## config.mk

```make
export PLATFORM = sky130hd
export DESIGN_NAME = frv_pipeline_front
export DESIGN_NICKNAME = d
export VERILOG_FILES = /design/src/verilog/frv_decode_pkg.sv /design/src/verilog/frv_core_pkg.sv /design/src/verilog/frv_pipeline_front.sv /design/src/verilog/frv_pipeline_decode.sv /design/src/verilog/frv_pipeline_fetch.sv /design/src/verilog/frv_pipeline_register.sv
export SDC_FILE = /design/constraint.sdc
export NUM_CORES = 1
export LEC_CHECK = 0
export BUFFER_PORTS_ARGS = -buffer_cell sky130_fd_sc_hd__buf_2
export CORE_MARGIN = 10
export CORE_UTILIZATION = 30
export DETAILED_ROUTE_END_ITERATION = 12
export GPL_TIMING_DRIVEN = 1
export HOLD_SLACK_MARGIN = 0.06
export PLACE_DENSITY = 0.47
export SYNTH_ARGS = -nofsm -noshare
export SYNTH_HDL_FRONTEND = slang
export SYNTH_HIERARCHICAL = 1
export SYNTH_SLANG_ARGS = --single-unit
```

## constraint.sdc

```tcl
create_clock -name g_clk -period 15.8 [get_ports g_clk]
set_input_delay 0.79 -clock g_clk [delete_from_list [all_inputs] [get_ports g_clk]]
set_output_delay 0.79 -clock g_clk [all_outputs]
set_load 0.1 [all_outputs]
```

## src/verilog/frv_decode_pkg.sv

```systemverilog
/*
 * Opcode constants, functional units, micro-ops and the decoded record.
 * Covers the RV32I base set only; CSR access and fence are not decoded.
 */
package frv_decode_pkg;

    // --------------------
    // RV32I major opcodes

    localparam logic [6:0] OPC_LUI    = 7'b0110111;
    localparam logic [6:0] OPC_AUIPC  = 7'b0010111;
    localparam logic [6:0] OPC_JAL    = 7'b1101111;
    localparam logic [6:0] OPC_JALR   = 7'b1100111;
    localparam logic [6:0] OPC_BRANCH = 7'b1100011;
    localparam logic [6:0] OPC_LOAD   = 7'b0000011;
    localparam logic [6:0] OPC_STORE  = 7'b0100011;
    localparam logic [6:0] OPC_OP_IMM = 7'b0010011;
    localparam logic [6:0] OPC_OP     = 7'b0110011;
    localparam logic [6:0] OPC_SYSTEM = 7'b1110011;

    // Functional unit that executes the micro-op
    typedef enum logic [2:0] {
        FU_ALU    = 3'd0,
        FU_MEM    = 3'd1,
        FU_JUMP   = 3'd2,
        FU_BRANCH = 3'd3,
        FU_SYS    = 3'd4
    } fu_t;

    // --------------------
    // Micro-ops

    typedef enum logic [4:0] {
        UOP_ADD       = 5'd0,  // ALU group
        UOP_SUB       = 5'd1,
        UOP_SLL       = 5'd2,
        UOP_SLT       = 5'd3,
        UOP_SLTU      = 5'd4,
        UOP_XOR       = 5'd5,
        UOP_SRL       = 5'd6,
        UOP_SRA       = 5'd7,
        UOP_OR        = 5'd8,
        UOP_AND       = 5'd9,
        UOP_LUI       = 5'd10,
        UOP_AUIPC     = 5'd11,
        UOP_JAL       = 5'd12,
        UOP_JALR      = 5'd13,
        UOP_BEQ       = 5'd14, // Branch conditions
        UOP_BNE       = 5'd15,
        UOP_BLT       = 5'd16,
        UOP_BGE       = 5'd17,
        UOP_BLTU      = 5'd18,
        UOP_BGEU      = 5'd19,
        UOP_LOAD      = 5'd20, // Width from funct3 of instr
        UOP_STORE     = 5'd21,
        UOP_ECALL     = 5'd22,
        UOP_EBREAK    = 5'd23,
        UOP_ILLEGAL   = 5'd24, // Trap causes
        UOP_FETCH_ERR = 5'd25
    } uop_t;

    // Wide record handed to the execute side
    typedef struct packed {
        logic [4:0]  rd;    // Destination register
        logic [4:0]  rs1;   // Source register 1
        logic [4:0]  rs2;   // Source register 2
        logic [31:0] imm;   // Sign-extended immediate
        logic [31:0] pc;    // Instruction address
        uop_t        uop;   // Micro-op
        fu_t         fu;    // Functional unit
        logic        trap;  // Raise a trap
        logic [31:0] instr; // Raw word
    } decoded_t;

endpackage

```

## src/verilog/frv_core_pkg.sv

```systemverilog
/*
 * Core-wide widths and the fetched-word record for the RV32I front end.
 * Only 32-bit instructions are supported, so the PC always steps by 4.
 */
package frv_core_pkg;

    // --------------------
    // Widths

    localparam int unsigned XLEN        = 32;       // Data and address width
    localparam int unsigned ILEN        = 32;       // Instruction width
    localparam int unsigned INSTR_BYTES = ILEN / 8; // PC step per instruction

    // --------------------
    // Basic types

    typedef logic [XLEN-1:0] pc_t;    // Program counter
    typedef logic [ILEN-1:0] instr_t; // Raw instruction word

    // Word as returned by the instruction memory, paired with its address
    typedef struct packed {
        pc_t    pc;    // Address the word was fetched from
        instr_t instr; // Instruction word
        logic   error; // Memory flagged a fetch error
    } fetch_word_t;

endpackage
```

## src/verilog/frv_pipeline_front.sv

```systemverilog
/*
 * Front end top. Fetch feeds the fetch register, decode sits between
 * the fetch and decode registers. Flush must come with a redirect.
 */
module frv_pipeline_front import frv_core_pkg::*, frv_decode_pkg::*; #(
    parameter pc_t FRV_PC_RESET_VALUE = 32'h8000_0000
) (
    input  logic            g_clk,        // Core clock
    input  logic            i_rst,        // Sync reset
    input  logic            i_cf_req,     // Control flow change request
    input  pc_t             i_cf_target,  // Redirect destination
    input  logic            i_flush,      // Empty both stages
    input  logic            i_imem_stall, // Memory stall
    input  logic [XLEN-1:0] i_imem_rdata, // Memory read data
    input  logic            i_imem_error, // Memory fetch error
    input  logic            i_s2_busy,    // Execute side busy
    output logic            o_cf_ack,     // Redirect taken
    output logic            o_imem_req,   // Memory request
    output pc_t             o_imem_addr,  // Memory address
    output logic            o_s2_valid,   // Decoded record valid
    output decoded_t        o_s2          // Decoded record
);

    logic        f_valid;  // Fetch to first register
    fetch_word_t f_data;
    logic        s1_busy;  // First register stalls fetch
    logic        s1_valid;
    fetch_word_t s1_data;
    decoded_t    d_data;   // Decoder output
    logic        s2_busy;  // Second register stalls first

    // --------------------
    // Fetch stage

    frv_pipeline_fetch #(
        .FRV_PC_RESET_VALUE(FRV_PC_RESET_VALUE)
    ) u_fetch (
        .g_clk        (g_clk),
        .i_rst        (i_rst),
        .i_cf_req     (i_cf_req),
        .i_cf_target  (i_cf_target),
        .i_flush      (i_flush),
        .i_imem_stall (i_imem_stall),
        .i_imem_rdata (i_imem_rdata),
        .i_imem_error (i_imem_error),
        .i_busy       (s1_busy),
        .o_cf_ack     (o_cf_ack),
        .o_imem_req   (o_imem_req),
        .o_imem_addr  (o_imem_addr),
        .o_valid      (f_valid),
        .o_data       (f_data)
    );

    frv_pipeline_register #(.PAYLOAD_T(fetch_word_t)) u_fetch_reg (
        .g_clk   (g_clk),
        .i_rst   (i_rst),
        .i_flush (i_flush),
        .i_valid (f_valid),
        .i_data  (f_data),
        .i_busy  (s2_busy),   // Chained from decode register
        .o_busy  (s1_busy),
        .o_valid (s1_valid),
        .o_data  (s1_data)
    );

    // --------------------
    // Decode stage

    frv_pipeline_decode u_decode (
        .i_word (s1_data),
        .o_dec  (d_data)
    );

    frv_pipeline_register #(.PAYLOAD_T(decoded_t)) u_decode_reg (
        .g_clk   (g_clk),
        .i_rst   (i_rst),
        .i_flush (i_flush),
        .i_valid (s1_valid),
        .i_data  (d_data),
        .i_busy  (i_s2_busy),
        .o_busy  (s2_busy),
        .o_valid (o_s2_valid),
        .o_data  (o_s2)
    );

endmodule

```

## src/verilog/frv_pipeline_decode.sv

```systemverilog
/*
 * Combinational RV32I decoder. No compressed, CSR or fence support.
 * Fetch errors take priority over illegal encodings.
 * Register fields are passed raw whether or not the format uses them.
 */
module frv_pipeline_decode import frv_core_pkg::*, frv_decode_pkg::*; (
    input  fetch_word_t i_word, // Word from the first register
    output decoded_t    o_dec   // Decoded record
);

    instr_t      instr;  // Shorthand for the word
    logic [6:0]  opcode;
    logic [2:0]  funct3;
    logic [6:0]  funct7;
    logic [31:0] imm_i, imm_s, imm_b, imm_u, imm_j;
    logic        legal;  // Encoding in the kept set

    // Shared by OP and OP-IMM, alt selects SUB/SRA
    function automatic uop_t alu_uop(input logic [2:0] f3, input logic alt);
        uop_t op;
        case (f3)
            3'b000:  op = alt ? UOP_SUB : UOP_ADD;
            3'b001:  op = UOP_SLL;
            3'b010:  op = UOP_SLT;
            3'b011:  op = UOP_SLTU;
            3'b100:  op = UOP_XOR;
            3'b101:  op = alt ? UOP_SRA : UOP_SRL;
            3'b110:  op = UOP_OR;
            default: op = UOP_AND;
        endcase
        return op;
    endfunction

    assign instr  = i_word.instr;
    assign opcode = instr[6:0];
    assign funct3 = instr[14:12];
    assign funct7 = instr[31:25];

    // --------------------
    // Immediates

    assign imm_i = {{20{instr[31]}}, instr[31:20]};
    assign imm_s = {{20{instr[31]}}, instr[31:25], instr[11:7]};
    assign imm_b = {{19{instr[31]}}, instr[31], instr[7], instr[30:25], instr[11:8], 1'b0};
    assign imm_u = {instr[31:12], 12'b0};
    assign imm_j = {{11{instr[31]}}, instr[31], instr[19:12], instr[20], instr[30:21], 1'b0};

    // --------------------
    // Opcode decode

    always_comb begin
        o_dec.rd    = instr[11:7];
        o_dec.rs1   = instr[19:15];
        o_dec.rs2   = instr[24:20];
        o_dec.pc    = i_word.pc;
        o_dec.instr = instr;
        o_dec.imm   = '0;
        o_dec.uop   = UOP_ILLEGAL;
        o_dec.fu    = FU_ALU;
        legal       = 1'b0;
        case (opcode)
            OPC_LUI: begin
                legal     = 1'b1;
                o_dec.uop = UOP_LUI;
                o_dec.imm = imm_u;
            end
            OPC_AUIPC: begin
                legal     = 1'b1;
                o_dec.uop = UOP_AUIPC;
                o_dec.imm = imm_u;
            end
            OPC_JAL: begin
                legal     = 1'b1;
                o_dec.uop = UOP_JAL;
                o_dec.fu  = FU_JUMP;
                o_dec.imm = imm_j;
            end
            OPC_JALR: begin
                legal     = (funct3 == 3'b000);
                o_dec.uop = UOP_JALR;
                o_dec.fu  = FU_JUMP;
                o_dec.imm = imm_i;
            end
            OPC_BRANCH: begin
                legal     = (funct3 != 3'b010) && (funct3 != 3'b011);
                o_dec.fu  = FU_BRANCH;
                o_dec.imm = imm_b;
                case (funct3)
                    3'b000:  o_dec.uop = UOP_BEQ;
                    3'b001:  o_dec.uop = UOP_BNE;
                    3'b100:  o_dec.uop = UOP_BLT;
                    3'b101:  o_dec.uop = UOP_BGE;
                    3'b110:  o_dec.uop = UOP_BLTU;
                    default: o_dec.uop = UOP_BGEU;
                endcase
            end
            OPC_LOAD: begin
                legal = (funct3 != 3'b011) && (funct3 != 3'b110) && (funct3 != 3'b111);
                o_dec.uop = UOP_LOAD;
                o_dec.fu  = FU_MEM;
                o_dec.imm = imm_i;
            end
            OPC_STORE: begin
                legal = (funct3 == 3'b000) || (funct3 == 3'b001) || (funct3 == 3'b010);
                o_dec.uop = UOP_STORE;
                o_dec.fu  = FU_MEM;
                o_dec.imm = imm_s;
            end
            OPC_OP_IMM: begin
                if (funct3 == 3'b001) begin
                    legal = (funct7 == 7'b0000000);          // SLLI
                end else if (funct3 == 3'b101) begin
                    legal = (funct7 == 7'b0000000) || (funct7 == 7'b0100000);
                end else begin
                    legal = 1'b1;
                end
                o_dec.uop = alu_uop(funct3, (funct3 == 3'b101) && funct7[5]); // No SUBI
                o_dec.imm = imm_i;
            end
            OPC_OP: begin
                legal = (funct7 == 7'b0000000) ||
                        ((funct7 == 7'b0100000) && ((funct3 == 3'b000) || (funct3 == 3'b101)));
                o_dec.uop = alu_uop(funct3, funct7[5]);
            end
            OPC_SYSTEM: begin
                legal    = (instr == 32'h0000_0073) || (instr == 32'h0010_0073);
                o_dec.fu = FU_SYS;
                o_dec.uop = instr[20] ? UOP_EBREAK : UOP_ECALL;
            end
            default: legal = 1'b0;                           // Includes low bits != 11
        endcase
        o_dec.trap = i_word.error | ~legal;
        if (i_word.error) begin
            o_dec.uop = UOP_FETCH_ERR;                       // Error wins
            o_dec.fu  = FU_SYS;
        end else if (!legal) begin
            o_dec.uop = UOP_ILLEGAL;
            o_dec.fu  = FU_SYS;
        end
    end

endmodule

```

## src/verilog/frv_pipeline_fetch.sv

```systemverilog
/*
 * Fetch stage. One outstanding request, responses one cycle after accept.
 * A one-entry skid buffer catches a response when the next stage is busy.
 * Redirect wins over sequential fetch and drops any response in flight.
 */
module frv_pipeline_fetch import frv_core_pkg::*; #(
    parameter pc_t FRV_PC_RESET_VALUE = 32'h8000_0000
) (
    input  logic            g_clk,        // Core clock
    input  logic            i_rst,        // Sync reset
    input  logic            i_cf_req,     // Control flow change request
    input  pc_t             i_cf_target,  // Redirect destination
    input  logic            i_flush,      // Drop in-flight words
    input  logic            i_imem_stall, // Memory not accepting
    input  logic [XLEN-1:0] i_imem_rdata, // Response data
    input  logic            i_imem_error, // Response error
    input  logic            i_busy,       // First register busy
    output logic            o_cf_ack,     // Redirect taken
    output logic            o_imem_req,   // Request valid
    output pc_t             o_imem_addr,  // Request address
    output logic            o_valid,      // Word for first register
    output fetch_word_t     o_data        // PC, word and error
);

    pc_t         pc_q;         // Next sequential fetch address
    logic        pend_q;       // Response due this cycle
    pc_t         pend_pc_q;    // Address of that response
    logic        skid_valid_q; // Skid holds a word
    fetch_word_t skid_q;       // Skid contents
    fetch_word_t resp_word;    // Response paired with its PC
    logic        accept;       // Request accepted this cycle
    logic        drop;         // Discard response and skid
    logic        room;         // Space ahead for one more word
    logic        to_skid;      // Response parks in skid

    // --------------------
    // Request side

    assign o_cf_ack    = i_cf_req & ~i_imem_stall;           // Redirect only when accepted
    assign room        = ~skid_valid_q & ~(pend_q & i_busy);
    assign o_imem_req  = i_cf_req | room;                     // Redirect ignores room
    assign o_imem_addr = i_cf_req ? i_cf_target : pc_q;
    assign accept      = o_imem_req & ~i_imem_stall;
    assign drop        = o_cf_ack | i_flush;

    // --------------------
    // Response side

    always_comb begin
        resp_word.pc    = pend_pc_q;
        resp_word.instr = i_imem_rdata;
        resp_word.error = i_imem_error;
    end

    // Skid drains first so order is kept
    assign o_valid = (skid_valid_q | pend_q) & ~drop;
    assign o_data  = skid_valid_q ? skid_q : resp_word;
    assign to_skid = pend_q & ~drop & (skid_valid_q | i_busy);

    always_ff @(posedge g_clk) begin
        if (i_rst) begin
            pc_q         <= FRV_PC_RESET_VALUE;
            pend_q       <= 1'b0;
            skid_valid_q <= 1'b0;
        end else begin
            if (o_cf_ack) begin
                pc_q <= i_cf_target + pc_t'(INSTR_BYTES); // Target already requested
            end else if (accept) begin
                pc_q <= pc_q + pc_t'(INSTR_BYTES);
            end
            pend_q <= accept;
            if (drop) begin
                skid_valid_q <= 1'b0;
            end else if (to_skid) begin
                skid_valid_q <= 1'b1;
            end else if (!i_busy) begin
                skid_valid_q <= 1'b0;                     // Drained into register
            end
        end
    end

    always_ff @(posedge g_clk) begin
        if (accept) begin
            pend_pc_q <= o_imem_addr;
        end
        if (to_skid) begin
            skid_q <= resp_word;
        end
    end

endmodule

```

## src/verilog/frv_pipeline_register.sv

```systemverilog
/*
 * One pipeline stage register with valid/busy handshake.
 * Holds while its own output is valid and downstream is busy.
 * Flush clears the valid bit only; payload is left as is.
 */
module frv_pipeline_register #(
    parameter type PAYLOAD_T = logic [31:0]
) (
    input  logic     g_clk,   // Core clock
    input  logic     i_rst,   // Sync reset
    input  logic     i_flush, // Drop stage contents
    input  logic     i_valid, // Upstream data valid
    input  PAYLOAD_T i_data,  // Upstream payload
    input  logic     i_busy,  // Downstream cannot take data
    output logic     o_busy,  // Stall upstream
    output logic     o_valid, // Stage holds valid data
    output PAYLOAD_T o_data   // Stage payload
);

    // Only stuck when holding something nobody takes
    assign o_busy = o_valid & i_busy;

    always_ff @(posedge g_clk) begin
        if (i_rst || i_flush) begin
            o_valid <= 1'b0;       // Control state only
        end else if (!o_busy) begin
            o_valid <= i_valid;    // Take upstream valid
        end
    end

    always_ff @(posedge g_clk) begin
        if (!o_busy) begin
            o_data <= i_data;      // Payload follows valid
        end
    end

endmodule

```

==> report_table.html, run 1 <==
<table>
<tr><th>Metric</th><th>Value</th></tr>
<tr><th colspan="2">Status</th></tr>
<tr><td>Outcome</td><td>finished clean</td></tr>
<tr><th colspan="2">Layout</th></tr>
<tr><td>Area Growth Syn to Fin</td><td>17.18%</td></tr>
<tr><td>Final core area utilization</td><td>0.3574</td></tr>
<tr><td>Net total in the final layout</td><td>around 1200</td></tr>
<tr><td>Count of non-filler cells in the finished layout</td><td>between 1500 and 2000</td></tr>
<tr><td>Proportion of layout cells with a drive suffix above 1</td><td>0.3650</td></tr>
<tr><td>Number of fill cells in the layout</td><td>roughly 4400</td></tr>
<tr><td>Number of inserted diodes</td><td>0</td></tr>
<tr><td>Cell area after layout</td><td>16290 um^2</td></tr>
<tr><th colspan="2">STA</th></tr>
<tr><td>Setup clock skew after layout</td><td>around 0.013 ns</td></tr>
<tr><td>Worst slew margin relative to its limit</td><td>0.3131</td></tr>
<tr><td>Max Slew Vio Count</td><td>0</td></tr>
<tr><td>Period utilization</td><td>0.2954</td></tr>
<tr><td>RSZ-0062 raised after global routing</td><td>no</td></tr>
<tr><td>Hold Vio Cnt, Final</td><td>0</td></tr>
<tr><td>Peak clock frequency supported by timing</td><td>214.2 MHz</td></tr>
<tr><td>Shortest clock period the worst path allows after layout</td><td>around 4.7 ns</td></tr>
<tr><td>Count of endpoints failing setup in the final report</td><td>0</td></tr>
<tr><td>Setup TNS Final</td><td>0 ns</td></tr>
<tr><td>Worst slew pin tran</td><td>1.030 ns</td></tr>
<tr><th colspan="2">Worst setup path</th></tr>
<tr><td>R2R Setup Slk</td><td>approximately 11 ns</td></tr>
<tr><td>Required time of the critical path</td><td>between 15 and 20 ns</td></tr>
<tr><td>Endpoint kind of the worst setup timing path</td><td>flop</td></tr>
<tr><td>Maximum fanout count along the critical path</td><td>66</td></tr>
<tr><td>Worst EP arrival</td><td>slightly above 5 ns</td></tr>
<tr><td>Worst reg2reg path endpoint</td><td>u_fetch/pc_q[31]$_SDFFE_PP1P_</td></tr>
<tr><td>CP Class</td><td>in -&gt; reg</td></tr>
<tr><td>Kind of start point of the critical path</td><td>input pin</td></tr>
<tr><td>Worst reg2reg startpoint</td><td>u_decode_reg/o_valid$_SDFFE_PP0N_</td></tr>
<tr><td>Worst setup path endpoint</td><td>u_fetch/pc_q[31]$_SDFFE_PP1P_</td></tr>
<tr><td>Startpoint of the worst setup timing path</td><td>i_s2_busy</td></tr>
<tr><td>Logic depth of the worst register-to-register path</td><td>13</td></tr>
<tr><th colspan="2">Clocking</th></tr>
<tr><td>Count of instances resized after the clock tree is built</td><td>0</td></tr>
<tr><td>Total CTS buffers</td><td>38</td></tr>
<tr><td>Clock network latency to the later pin of the worst-skew pair</td><td>roughly 0.55 ns</td></tr>
<tr><td>H-tree lvl count</td><td>2</td></tr>
<tr><td>Total setup buffers inserted after CTS</td><td>0</td></tr>
<tr><td>Hold buffers post-CTS</td><td>0</td></tr>
<tr><td>Clk pin slew, worst setup/hold paths</td><td>approximately 0.05 ns</td></tr>
<tr><td>Root Buffer</td><td>clkbuf_16</td></tr>
<tr><td>Total clock sinks</td><td>318</td></tr>
<tr><td>CTS tree</td><td>built</td></tr>
<tr><td>Maximum buffer depth of the clock tree</td><td>3</td></tr>
<tr><th colspan="2">Routing</th></tr>
<tr><td>Remaining DRCs</td><td>0</td></tr>
<tr><td>DRC marker count from the first detailed-route iteration</td><td>around 540</td></tr>
<tr><td>Routed wire length</td><td>about 35 mm</td></tr>
<tr><td>Total vias in the final route</td><td>between 8000 and 9000</td></tr>
<tr><td>Length of the first detailed-routing pass in iterations</td><td>5</td></tr>
<tr><td>Ratio of routed vias to standard cells</td><td>~4.8</td></tr>
<tr><td>Routed len/inst</td><td>a little over 20 um</td></tr>
<tr><td>Post-detailed-route count of antenna-violating nets</td><td>0</td></tr>
<tr><th colspan="2">Power</th></tr>
<tr><td>Internal cell power</td><td>around 1.5 mW</td></tr>
<tr><td>Max VDD drop</td><td>between 0.06 and 0.07 mV</td></tr>
<tr><td>Combinational group share of total power</td><td>0.128</td></tr>
<tr><td>Switching Share</td><td>0.2743</td></tr>
<tr><td>Fraction of power consumed by the clock network</td><td>0.409</td></tr>
<tr><td>Leak Pwr</td><td>6.439 nW</td></tr>
<tr><td>Pwr per Cell Area</td><td>roughly 130 nW/um^2</td></tr>
<tr><td>Total power</td><td>~2.1 mW</td></tr>
<tr><td>Net load switching power</td><td>approximately 0.58 mW</td></tr>
<tr><td>Sequential cell fraction of total power</td><td>0.464</td></tr>
<tr><th colspan="2">Global route</th></tr>
<tr><td>Number of global-route vias before repair</td><td>approximately 8600</td></tr>
<tr><td>Maximum number of pins on one net before global-route repair</td><td>between 70 and 80</td></tr>
<tr><td>Total track usage</td><td>0.1243</td></tr>
<tr><td>Grt met3 use</td><td>0.03159</td></tr>
<tr><td>Highest-utilization routing layer at the global route stage</td><td>met2</td></tr>
<tr><td>First-pass GRT wire length</td><td>about 54 mm</td></tr>
<tr><td>Number of antenna violations at the first check in global routing</td><td>0</td></tr>
<tr><td>Fraction of met1 tracks used by global routing</td><td>0.1597</td></tr>
<tr><td>Routing usage on met2</td><td>0.1997</td></tr>
<tr><td>Total global routing overflow</td><td>0</td></tr>
<tr><th colspan="2">Die</th></tr>
<tr><td>Die ar.</td><td>between 50000 and 60000 um^2</td></tr>
<tr><td>Die boundary height</td><td>235.3 um</td></tr>
<tr><td>Cell row count</td><td>just under 80</td></tr>
<tr><td>Initial Util</td><td>0.3050</td></tr>
<tr><td>Die W</td><td>roughly 240 um</td></tr>
<tr><td>Core box area</td><td>45580 um^2</td></tr>
<tr><td>IO Pins</td><td>about 230</td></tr>
<tr><th colspan="2">Synthesis</th></tr>
<tr><td>Leading cell type by number of instances after synthesis</td><td>edfxtp_1</td></tr>
<tr><td>Async SR Flop Fraction</td><td>0</td></tr>
<tr><td>Net Count, Synth</td><td>roughly 1100</td></tr>
<tr><td>Unique masters post-synth</td><td>just under 80</td></tr>
<tr><td>Prevailing post-synth register cell</td><td>edfxtp_1</td></tr>
<tr><td>Area share of the leading cell type in the synthesized netlist</td><td>0.6091</td></tr>
<tr><td>Mean post-synth cell area</td><td>about 14 um^2</td></tr>
<tr><td>Syn. warnings</td><td>6</td></tr>
<tr><td>Total of flip-flops plus latches after synthesis</td><td>about 320</td></tr>
<tr><td>Number of flops mapped to enable cells by yosys</td><td>approximately 280</td></tr>
<tr><td>Portion of the post-synthesis area used by sequential elements</td><td>0.6610</td></tr>
<tr><td>Top cell types by occurrence after synthesis</td><td>edfxtp_1 (282), nand2_1 (104), mux2_2 (101)</td></tr>
<tr><td>Leading area contributor after synthesis</td><td>edfxtp_1</td></tr>
<tr><td>Number of cells produced by synthesis</td><td>~980</td></tr>
<tr><td>Mapped Area</td><td>about 14000 um^2</td></tr>
<tr><td>Main area contributors after synthesis</td><td>edfxtp_1 (61%), mux2_2 (8.2%), dfxtp_1 (5.2%)</td></tr>
<tr><th colspan="2">Placed design</th></tr>
<tr><td>Number of placed cells counting well taps</td><td>roughly 1700</td></tr>
<tr><td>Port Buffers</td><td>roughly 230</td></tr>
<tr><td>HPWL after detailed placement</td><td>around 24 mm</td></tr>
<tr><td>Post-Place Cell Area</td><td>~15000 um^2</td></tr>
<tr><td>Final RePlAce weighted congestion</td><td>0.8213</td></tr>
<tr><th colspan="2">Min path</th></tr>
<tr><td>Min-delay worst type</td><td>reg -&gt; reg</td></tr>
<tr><th colspan="2">Job</th></tr>
<tr><td>Max Cap Violations</td><td>0</td></tr>
</table>
through the flow:
| stage | setup WS [ns] | hold slack, ns |
|---|---|---|
| 2_1_floorplan | 5.317 | 0.4222 |
| 3_3_place_gp | 10.43 | 0.4035 |
| 4_1_cts | 10.94 | 0.4010 |
| 3_5_place_dp | 10.35 | 0.4045 |
| 6_report | 11.13 | 0.4135 |
| 5_1_grt | 10.58 | 0.4143 |
cell type report:
type                            instances  area (um^2)  share of cell area
Sequential cell                       318         9193              0.5643
Timing Repair Buffer                  234         1194             0.07327
Multi-Input combinational cell        528         3891              0.2389
Clock inverter                         13        176.4             0.01083
Inverter                               14        52.55            0.003226
Tap cell                              600        750.7             0.04608
Clock buffer                           52         1033             0.06344
sequential cells by signal, summed over array words and instances (netlist names):
| signal | flops |
|---|---|
| u_decode_reg/o_data | 120 |
| u_fetch/skid_q | 65 |
| u_fetch_reg/o_data | 65 |
| u_fetch/pc_q | 32 |
| u_fetch/pend_pc_q | 32 |
| u_decode_reg/o_valid | 1 |
| u_fetch/pend_q | 1 |
| u_fetch/skid_valid_q | 1 |
| u_fetch_reg/o_valid | 1 |
critical path, cell delays in order:
cell and delay (ns):
buf_2 0.12, nand2_4 0.53, inv_1 0.20, nand2_4 0.09, buf_4 0.72, inv_1 0.22, a21o_1 0.24, a21o_1 0.51
inv_2 0.52, buf_4 0.49, o21ai_0 0.16, a22oi_1 0.19, and3_1 0.16, o21ai_0 0.07
cell usage in the layout (no fill, tap or decap), types with 21 or more instances in the layout:
master       n
a21o_1      24
buf_2      225
clkbuf_16   38
edfxtp_1   282
nor2_1      34
a21oi_1     29
mux2_2     101
nand2_1    102
o21ai_0     21
dfxtp_1     35
metal layers:
metal	up-vias	wire length (um)	share of wire
li1	3943	-	-
met1	4155	15770	0.44
met2	276	16620	0.47
met3	62	2233	0.063
met4	0	869	0.024
met5	-	0	0
worst min-delay path by stage:
| stage | startpoint | endpoint | slack [ns] | depth (start not counted) |
|---|---|---|---|---|
| floorplan | u_fetch/pend_pc_q[0]$_DFFE_PP_ | u_fetch/skid_q[33]$_DFFE_PP_ | 0.42 | 0 |
| global placement | u_fetch_reg/o_data[44]$_DFFE_PN_ | u_decode_reg/o_data[52]$_DFFE_PN_ | 0.40 | 0 |
| detailed placement | u_fetch_reg/o_data[51]$_DFFE_PN_ | u_decode_reg/o_data[59]$_DFFE_PN_ | 0.40 | 0 |
| CTS | i_imem_rdata[20] | u_fetch/skid_q[21]$_DFFE_PP_ | 0.40 | 1 |
| global route | i_imem_rdata[31] | u_fetch/skid_q[32]$_DFFE_PP_ | 0.41 | 1 |
| finish | u_fetch_reg/o_data[43]$_DFFE_PN_ | u_decode_reg/o_data[51]$_DFFE_PN_ | 0.41 | 0 |
cells by family (layout without fill, tap and decap cells):
group | Yosys count | after routing | synth area share
AO/OA/AOI/OAI | 159 | 159 | 0.08370
XOR/XNOR | 7 | 7 | 0.004410
adder cells (fa/ha/maj) | 1 | 1 | 0.0008999
buffers and inverters | 136 | 313 | 0.06057
flip-flops | 318 | 318 | 0.6610
multiplexers | 122 | 122 | 0.1012
AND/OR/NAND/NOR | 239 | 239 | 0.08829
power by group through the flow:
| stage | Sequential (mW) | Clock, mW | Combinational [mW] |
|---|---|---|---|
| global placement | 0.992 | 0 | 0.270 |
| floorplan | 1.09 | 0 | 0.123 |
| CTS | 0.975 | 0.889 | 0.271 |
| finish | 0.974 | 0.859 | 0.268 |
| global route | 0.979 | 0.919 | 0.281 |
| detailed placement | 0.993 | 0 | 0.270 |
(Power assumes the default switching activity.)
==> inputs of run 2 (changes only) <==
--- a/config.mk
+++ b/config.mk
@@ -11,7 +11,7 @@
 export DETAILED_ROUTE_END_ITERATION = 12
 export GPL_TIMING_DRIVEN = 1
 export HOLD_SLACK_MARGIN = 0.06
-export PLACE_DENSITY = 0.47
+export PLACE_DENSITY = 0.48
 export SYNTH_ARGS = -nofsm -noshare
 export SYNTH_HDL_FRONTEND = slang
 export SYNTH_HIERARCHICAL = 1
==> constraint.sdc (replaced) <==
create_clock -name g_clk -period 4.1 [get_ports g_clk]
set_input_delay 0.205 -clock g_clk [delete_from_list [all_inputs] [get_ports g_clk]]
set_output_delay 0.205 -clock g_clk [all_outputs]
set_load 0.1 [all_outputs]
==> run 2 against run 1 <==
  * Non-clock buffer count is 65 higher
  * Hold slack worse by 0.31 ns
  * Clock power grew to 3.9 times the previous value
  * Routed wire length is 3.1% higher
  * Total power grew to 3.9 times the previous value
  * Global-route usage is 0.42 points higher
  * Register-to-register slack worse by 9.9 ns
  * Core utilization is 1.6 points higher
==> report_table.html, run 2 (synthesized netlist as in run 1, its figures left out) <==
<table>
<tr><th>Metric</th><th>Value</th></tr>
<tr><th colspan="2">Worst setup path</th></tr>
<tr><td>Kind of start point of the critical path</td><td>flop</td></tr>
<tr><td>Worst EP arrival</td><td>3.28 ns</td></tr>
<tr><td>Cell depth of the worst setup path</td><td>5</td></tr>
<tr><td>R2R Setup Slk</td><td>1.23 ns</td></tr>
<tr><td>CP Class</td><td>reg -&gt; reg</td></tr>
<tr><td>Sequence of cells on the critical path</td><td>inv_1 &gt; nor4_1 &gt; a21oi_1 &gt; nor2b_1 &gt; a21o_1</td></tr>
<tr><td>Maximum fanout count along the critical path</td><td>12</td></tr>
<tr><td>Slowest cell on the critical path</td><td>nor2b_1</td></tr>
<tr><td>Endpoint kind of the worst setup timing path</td><td>flop</td></tr>
<tr><td>Worst reg2reg path endpoint</td><td>u_decode_reg/o_data[99]$_DFFE_PN_</td></tr>
<tr><td>Worst reg2reg startpoint</td><td>u_fetch_reg/o_data[7]$_DFFE_PN_</td></tr>
<tr><td>Critical path buffer and inverter count</td><td>1</td></tr>
<tr><td>Kind of cell with the highest combined delay on the critical path</td><td>simple AND/OR/NAND/NOR gates</td></tr>
<tr><td>Logic depth of the worst register-to-register path</td><td>5</td></tr>
<tr><td>Required time of the critical path</td><td>around 4.5 ns</td></tr>
<tr><td>Delay of the slowest cell on the worst path</td><td>0.78 ns</td></tr>
<tr><th colspan="2">Layout</th></tr>
<tr><td>Proportion of layout cells with a drive suffix above 1</td><td>0.3550</td></tr>
<tr><td>Final core area utilization</td><td>0.3734</td></tr>
<tr><td>Sequential cell area</td><td>9196 um^2</td></tr>
<tr><td>Number of fill cells in the layout</td><td>approximately 4400</td></tr>
<tr><td>Biggest register</td><td>u_decode_reg/o_data</td></tr>
<tr><td>Biggest regs</td><td>u_decode_reg/o_data x120, u_fetch/skid_q x65, u_fetch_reg/o_data x65</td></tr>
<tr><td>Flip-flop count of the largest register, all copies and words added</td><td>120</td></tr>
<tr><td>Area Growth Syn to Fin</td><td>22.40%</td></tr>
<tr><td>Net total in the final layout</td><td>around 1300</td></tr>
<tr><td>Number of inserted diodes</td><td>0</td></tr>
<tr><td>Most common cell after layout, fill and taps aside</td><td>edfxtp_1</td></tr>
<tr><td>Multi-input combinational cell area</td><td>between 3000 and 4000 um^2</td></tr>
<tr><td>Commonest cells after routing, fill and taps aside</td><td>edfxtp_1 (282), buf_2 (225), nand2_1 (102)</td></tr>
<tr><th colspan="2">Clocking</th></tr>
<tr><td>Maximum buffer depth of the clock tree</td><td>3</td></tr>
<tr><td>Count of instances resized after the clock tree is built</td><td>0</td></tr>
<tr><td>Total setup buffers inserted after CTS</td><td>0</td></tr>
<tr><td>Total CTS buffers</td><td>40</td></tr>
<tr><td>Root Buffer</td><td>clkbuf_16</td></tr>
<tr><td>H-tree lvl count</td><td>2</td></tr>
<tr><td>Clk pin slew, worst setup/hold paths</td><td>about 0.060 ns</td></tr>
<tr><td>CTS tree</td><td>built</td></tr>
<tr><td>Hold buffers post-CTS</td><td>60</td></tr>
<tr><td>Total clock sinks</td><td>around 320</td></tr>
<tr><td>Clock network latency to the later pin of the worst-skew pair</td><td>0.55 ns</td></tr>
<tr><th colspan="2">Global route</th></tr>
<tr><td>Highest-utilization routing layer at the global route stage</td><td>met2</td></tr>
<tr><td>Number of antenna violations at the first check in global routing</td><td>0</td></tr>
<tr><td>Total track usage</td><td>0.1285</td></tr>
<tr><td>Total global routing overflow</td><td>0</td></tr>
<tr><td>Routing usage on met2</td><td>0.2084</td></tr>
<tr><td>Fraction of met1 tracks used by global routing</td><td>0.1639</td></tr>
<tr><td>Grt met3 use</td><td>0.03649</td></tr>
<tr><td>Number of global-route vias before repair</td><td>about 9200</td></tr>
<tr><td>Maximum number of pins on one net before global-route repair</td><td>72</td></tr>
<tr><td>First-pass GRT wire length</td><td>between 50 and 60 mm</td></tr>
<tr><th colspan="2">Placed design</th></tr>
<tr><td>HPWL after detailed placement</td><td>between 20 and 25 mm</td></tr>
<tr><td>Final RePlAce weighted congestion</td><td>0.8159</td></tr>
<tr><td>Port Buffers</td><td>~230</td></tr>
<tr><td>Worst Setup Slack post-DPL</td><td>1.030 ns</td></tr>
<tr><th colspan="2">Power</th></tr>
<tr><td>Max VDD drop</td><td>between 0.3 and 0.4 mV</td></tr>
<tr><td>Total power</td><td>8.192 mW</td></tr>
<tr><td>Pwr per Cell Area</td><td>about 480 nW/um^2</td></tr>
<tr><td>Leak Pwr</td><td>6.719 nW</td></tr>
<tr><th colspan="2">STA</th></tr>
<tr><td>Final hold slack</td><td>between 0.1 and 0.15 ns</td></tr>
<tr><td>Max Slew Vio Count</td><td>0</td></tr>
<tr><td>Post-layout worst setup margin</td><td>1.232 ns</td></tr>
<tr><td>Setup TNS Final</td><td>0 ns</td></tr>
<tr><td>Setup clock skew after layout</td><td>approximately 0.018 ns</td></tr>
<tr><td>Hold Vio Cnt, Final</td><td>0</td></tr>
<tr><td>Shortest clock period the worst path allows after layout</td><td>between 2 and 3 ns</td></tr>
<tr><td>Worst slew pin tran</td><td>1.014 ns</td></tr>
<tr><td>Worst slew margin relative to its limit</td><td>0.3238</td></tr>
<tr><td>Period utilization</td><td>0.6996</td></tr>
<tr><td>Count of endpoints failing setup in the final report</td><td>0</td></tr>
<tr><td>RSZ-0062 raised after global routing</td><td>no</td></tr>
<tr><td>Peak clock frequency supported by timing</td><td>roughly 350 MHz</td></tr>
<tr><th colspan="2">Min path</th></tr>
<tr><td>Hold Path Cell Cnt</td><td>2</td></tr>
<tr><td>Min-delay worst type</td><td>in -&gt; reg</td></tr>
<tr><td>Hold_sp</td><td>i_cf_target[4]</td></tr>
<tr><td>Hold Path Sink</td><td>u_fetch/pend_pc_q[4]$_DFFE_PP_</td></tr>
<tr><th colspan="2">Die</th></tr>
<tr><td>Die ar.</td><td>55350 um^2</td></tr>
<tr><td>Core box area</td><td>45580 um^2</td></tr>
<tr><td>Cell row count</td><td>78</td></tr>
<tr><td>Die W</td><td>approximately 240 um</td></tr>
<tr><td>Initial Util</td><td>0.3050</td></tr>
<tr><td>IO Pins</td><td>around 230</td></tr>
<tr><td>Die boundary height</td><td>235.3 um</td></tr>
<tr><th colspan="2">Routing</th></tr>
<tr><td>Length of the first detailed-routing pass in iterations</td><td>9</td></tr>
<tr><td>Post-detailed-route count of antenna-violating nets</td><td>0</td></tr>
<tr><td>Routed wire length</td><td>roughly 37 mm</td></tr>
<tr><td>Ratio of routed vias to standard cells</td><td>just under 5</td></tr>
<tr><td>Total vias in the final route</td><td>8822</td></tr>
<tr><td>Routed len/inst</td><td>19.98 um</td></tr>
<tr><td>Remaining DRCs</td><td>0</td></tr>
<tr><td>DRC marker count from the first detailed-route iteration</td><td>673</td></tr>
<tr><th colspan="2">Job</th></tr>
<tr><td>Max Cap Violations</td><td>0</td></tr>
<tr><th colspan="2">Status</th></tr>
<tr><td>Outcome</td><td>finished clean</td></tr>
</table>
## run 2: cell type report
class | count | share of cell area
multi-input combinational | 528 | 0.2304
clock buffer | 47 | 0.06221
tap | 600 | 0.04412
inverter | 14 | 0.003088
timing repair buffer | 299 | 0.1084
clock inverter | 25 | 0.01140
sequential | 318 | 0.5404
## run 2: where the power goes
group | switching, mW | leakage [nW] | internal [mW] | total, mW
Clock | 1.38 | 0.612 | 1.98 | 3.35
Combinational | 0.845 | 2.87 | 0.237 | 1.08
Sequential | 0.0885 | 3.23 | 3.67 | 3.76
## run 2: worst register-to-register path, stage by stage (launching register included)
cell,delay (ns)
edfxtp_1,0.56
inv_1,0.20
nor4_1,0.67
a21oi_1,0.36
nor2b_1,0.78
a21o_1,0.16
## run 2: metrics by stage
stage          instance area [um^2]  cells
6_report                      17020   1831
3_3_place_gp                  15160   1699
5_1_grt                       17020   1831
3_5_place_dp                  15160   1699
2_1_floorplan                 13950    982
4_1_cts                       17020   1831
## run 2: layer usage
metal  share of wire  up-vias
met5               0        -
met3           0.067       56
li1                -     4081
met2            0.47      332
met1            0.44     4353
met4           0.019        0
## run 2: how the worst max path moves through the flow
| stage | startpoint | endpoint | slack (ns) |
|---|---|---|---|
| detailed placement | i_imem_stall | u_fetch/pc_q[26]$_SDFFE_PP0P_ | 1.03 |
| finish | u_fetch_reg/o_data[7]$_DFFE_PN_ | u_decode_reg/o_data[99]$_DFFE_PN_ | 1.23 |
| global placement | i_imem_stall | u_fetch/pc_q[26]$_SDFFE_PP0P_ | 1.12 |
| CTS | u_fetch_reg/o_data[31]$_DFFE_PN_ | u_decode_reg/o_data[39]$_DFFE_PN_ | 1.28 |
| global route | u_fetch_reg/o_data[7]$_DFFE_PN_ | u_decode_reg/o_data[96]$_DFFE_PN_ | 1.06 |
| floorplan | u_decode_reg/o_valid$_SDFFE_PP0N_ | u_fetch/skid_q[0]$_DFFE_PP_ | 0.06 |
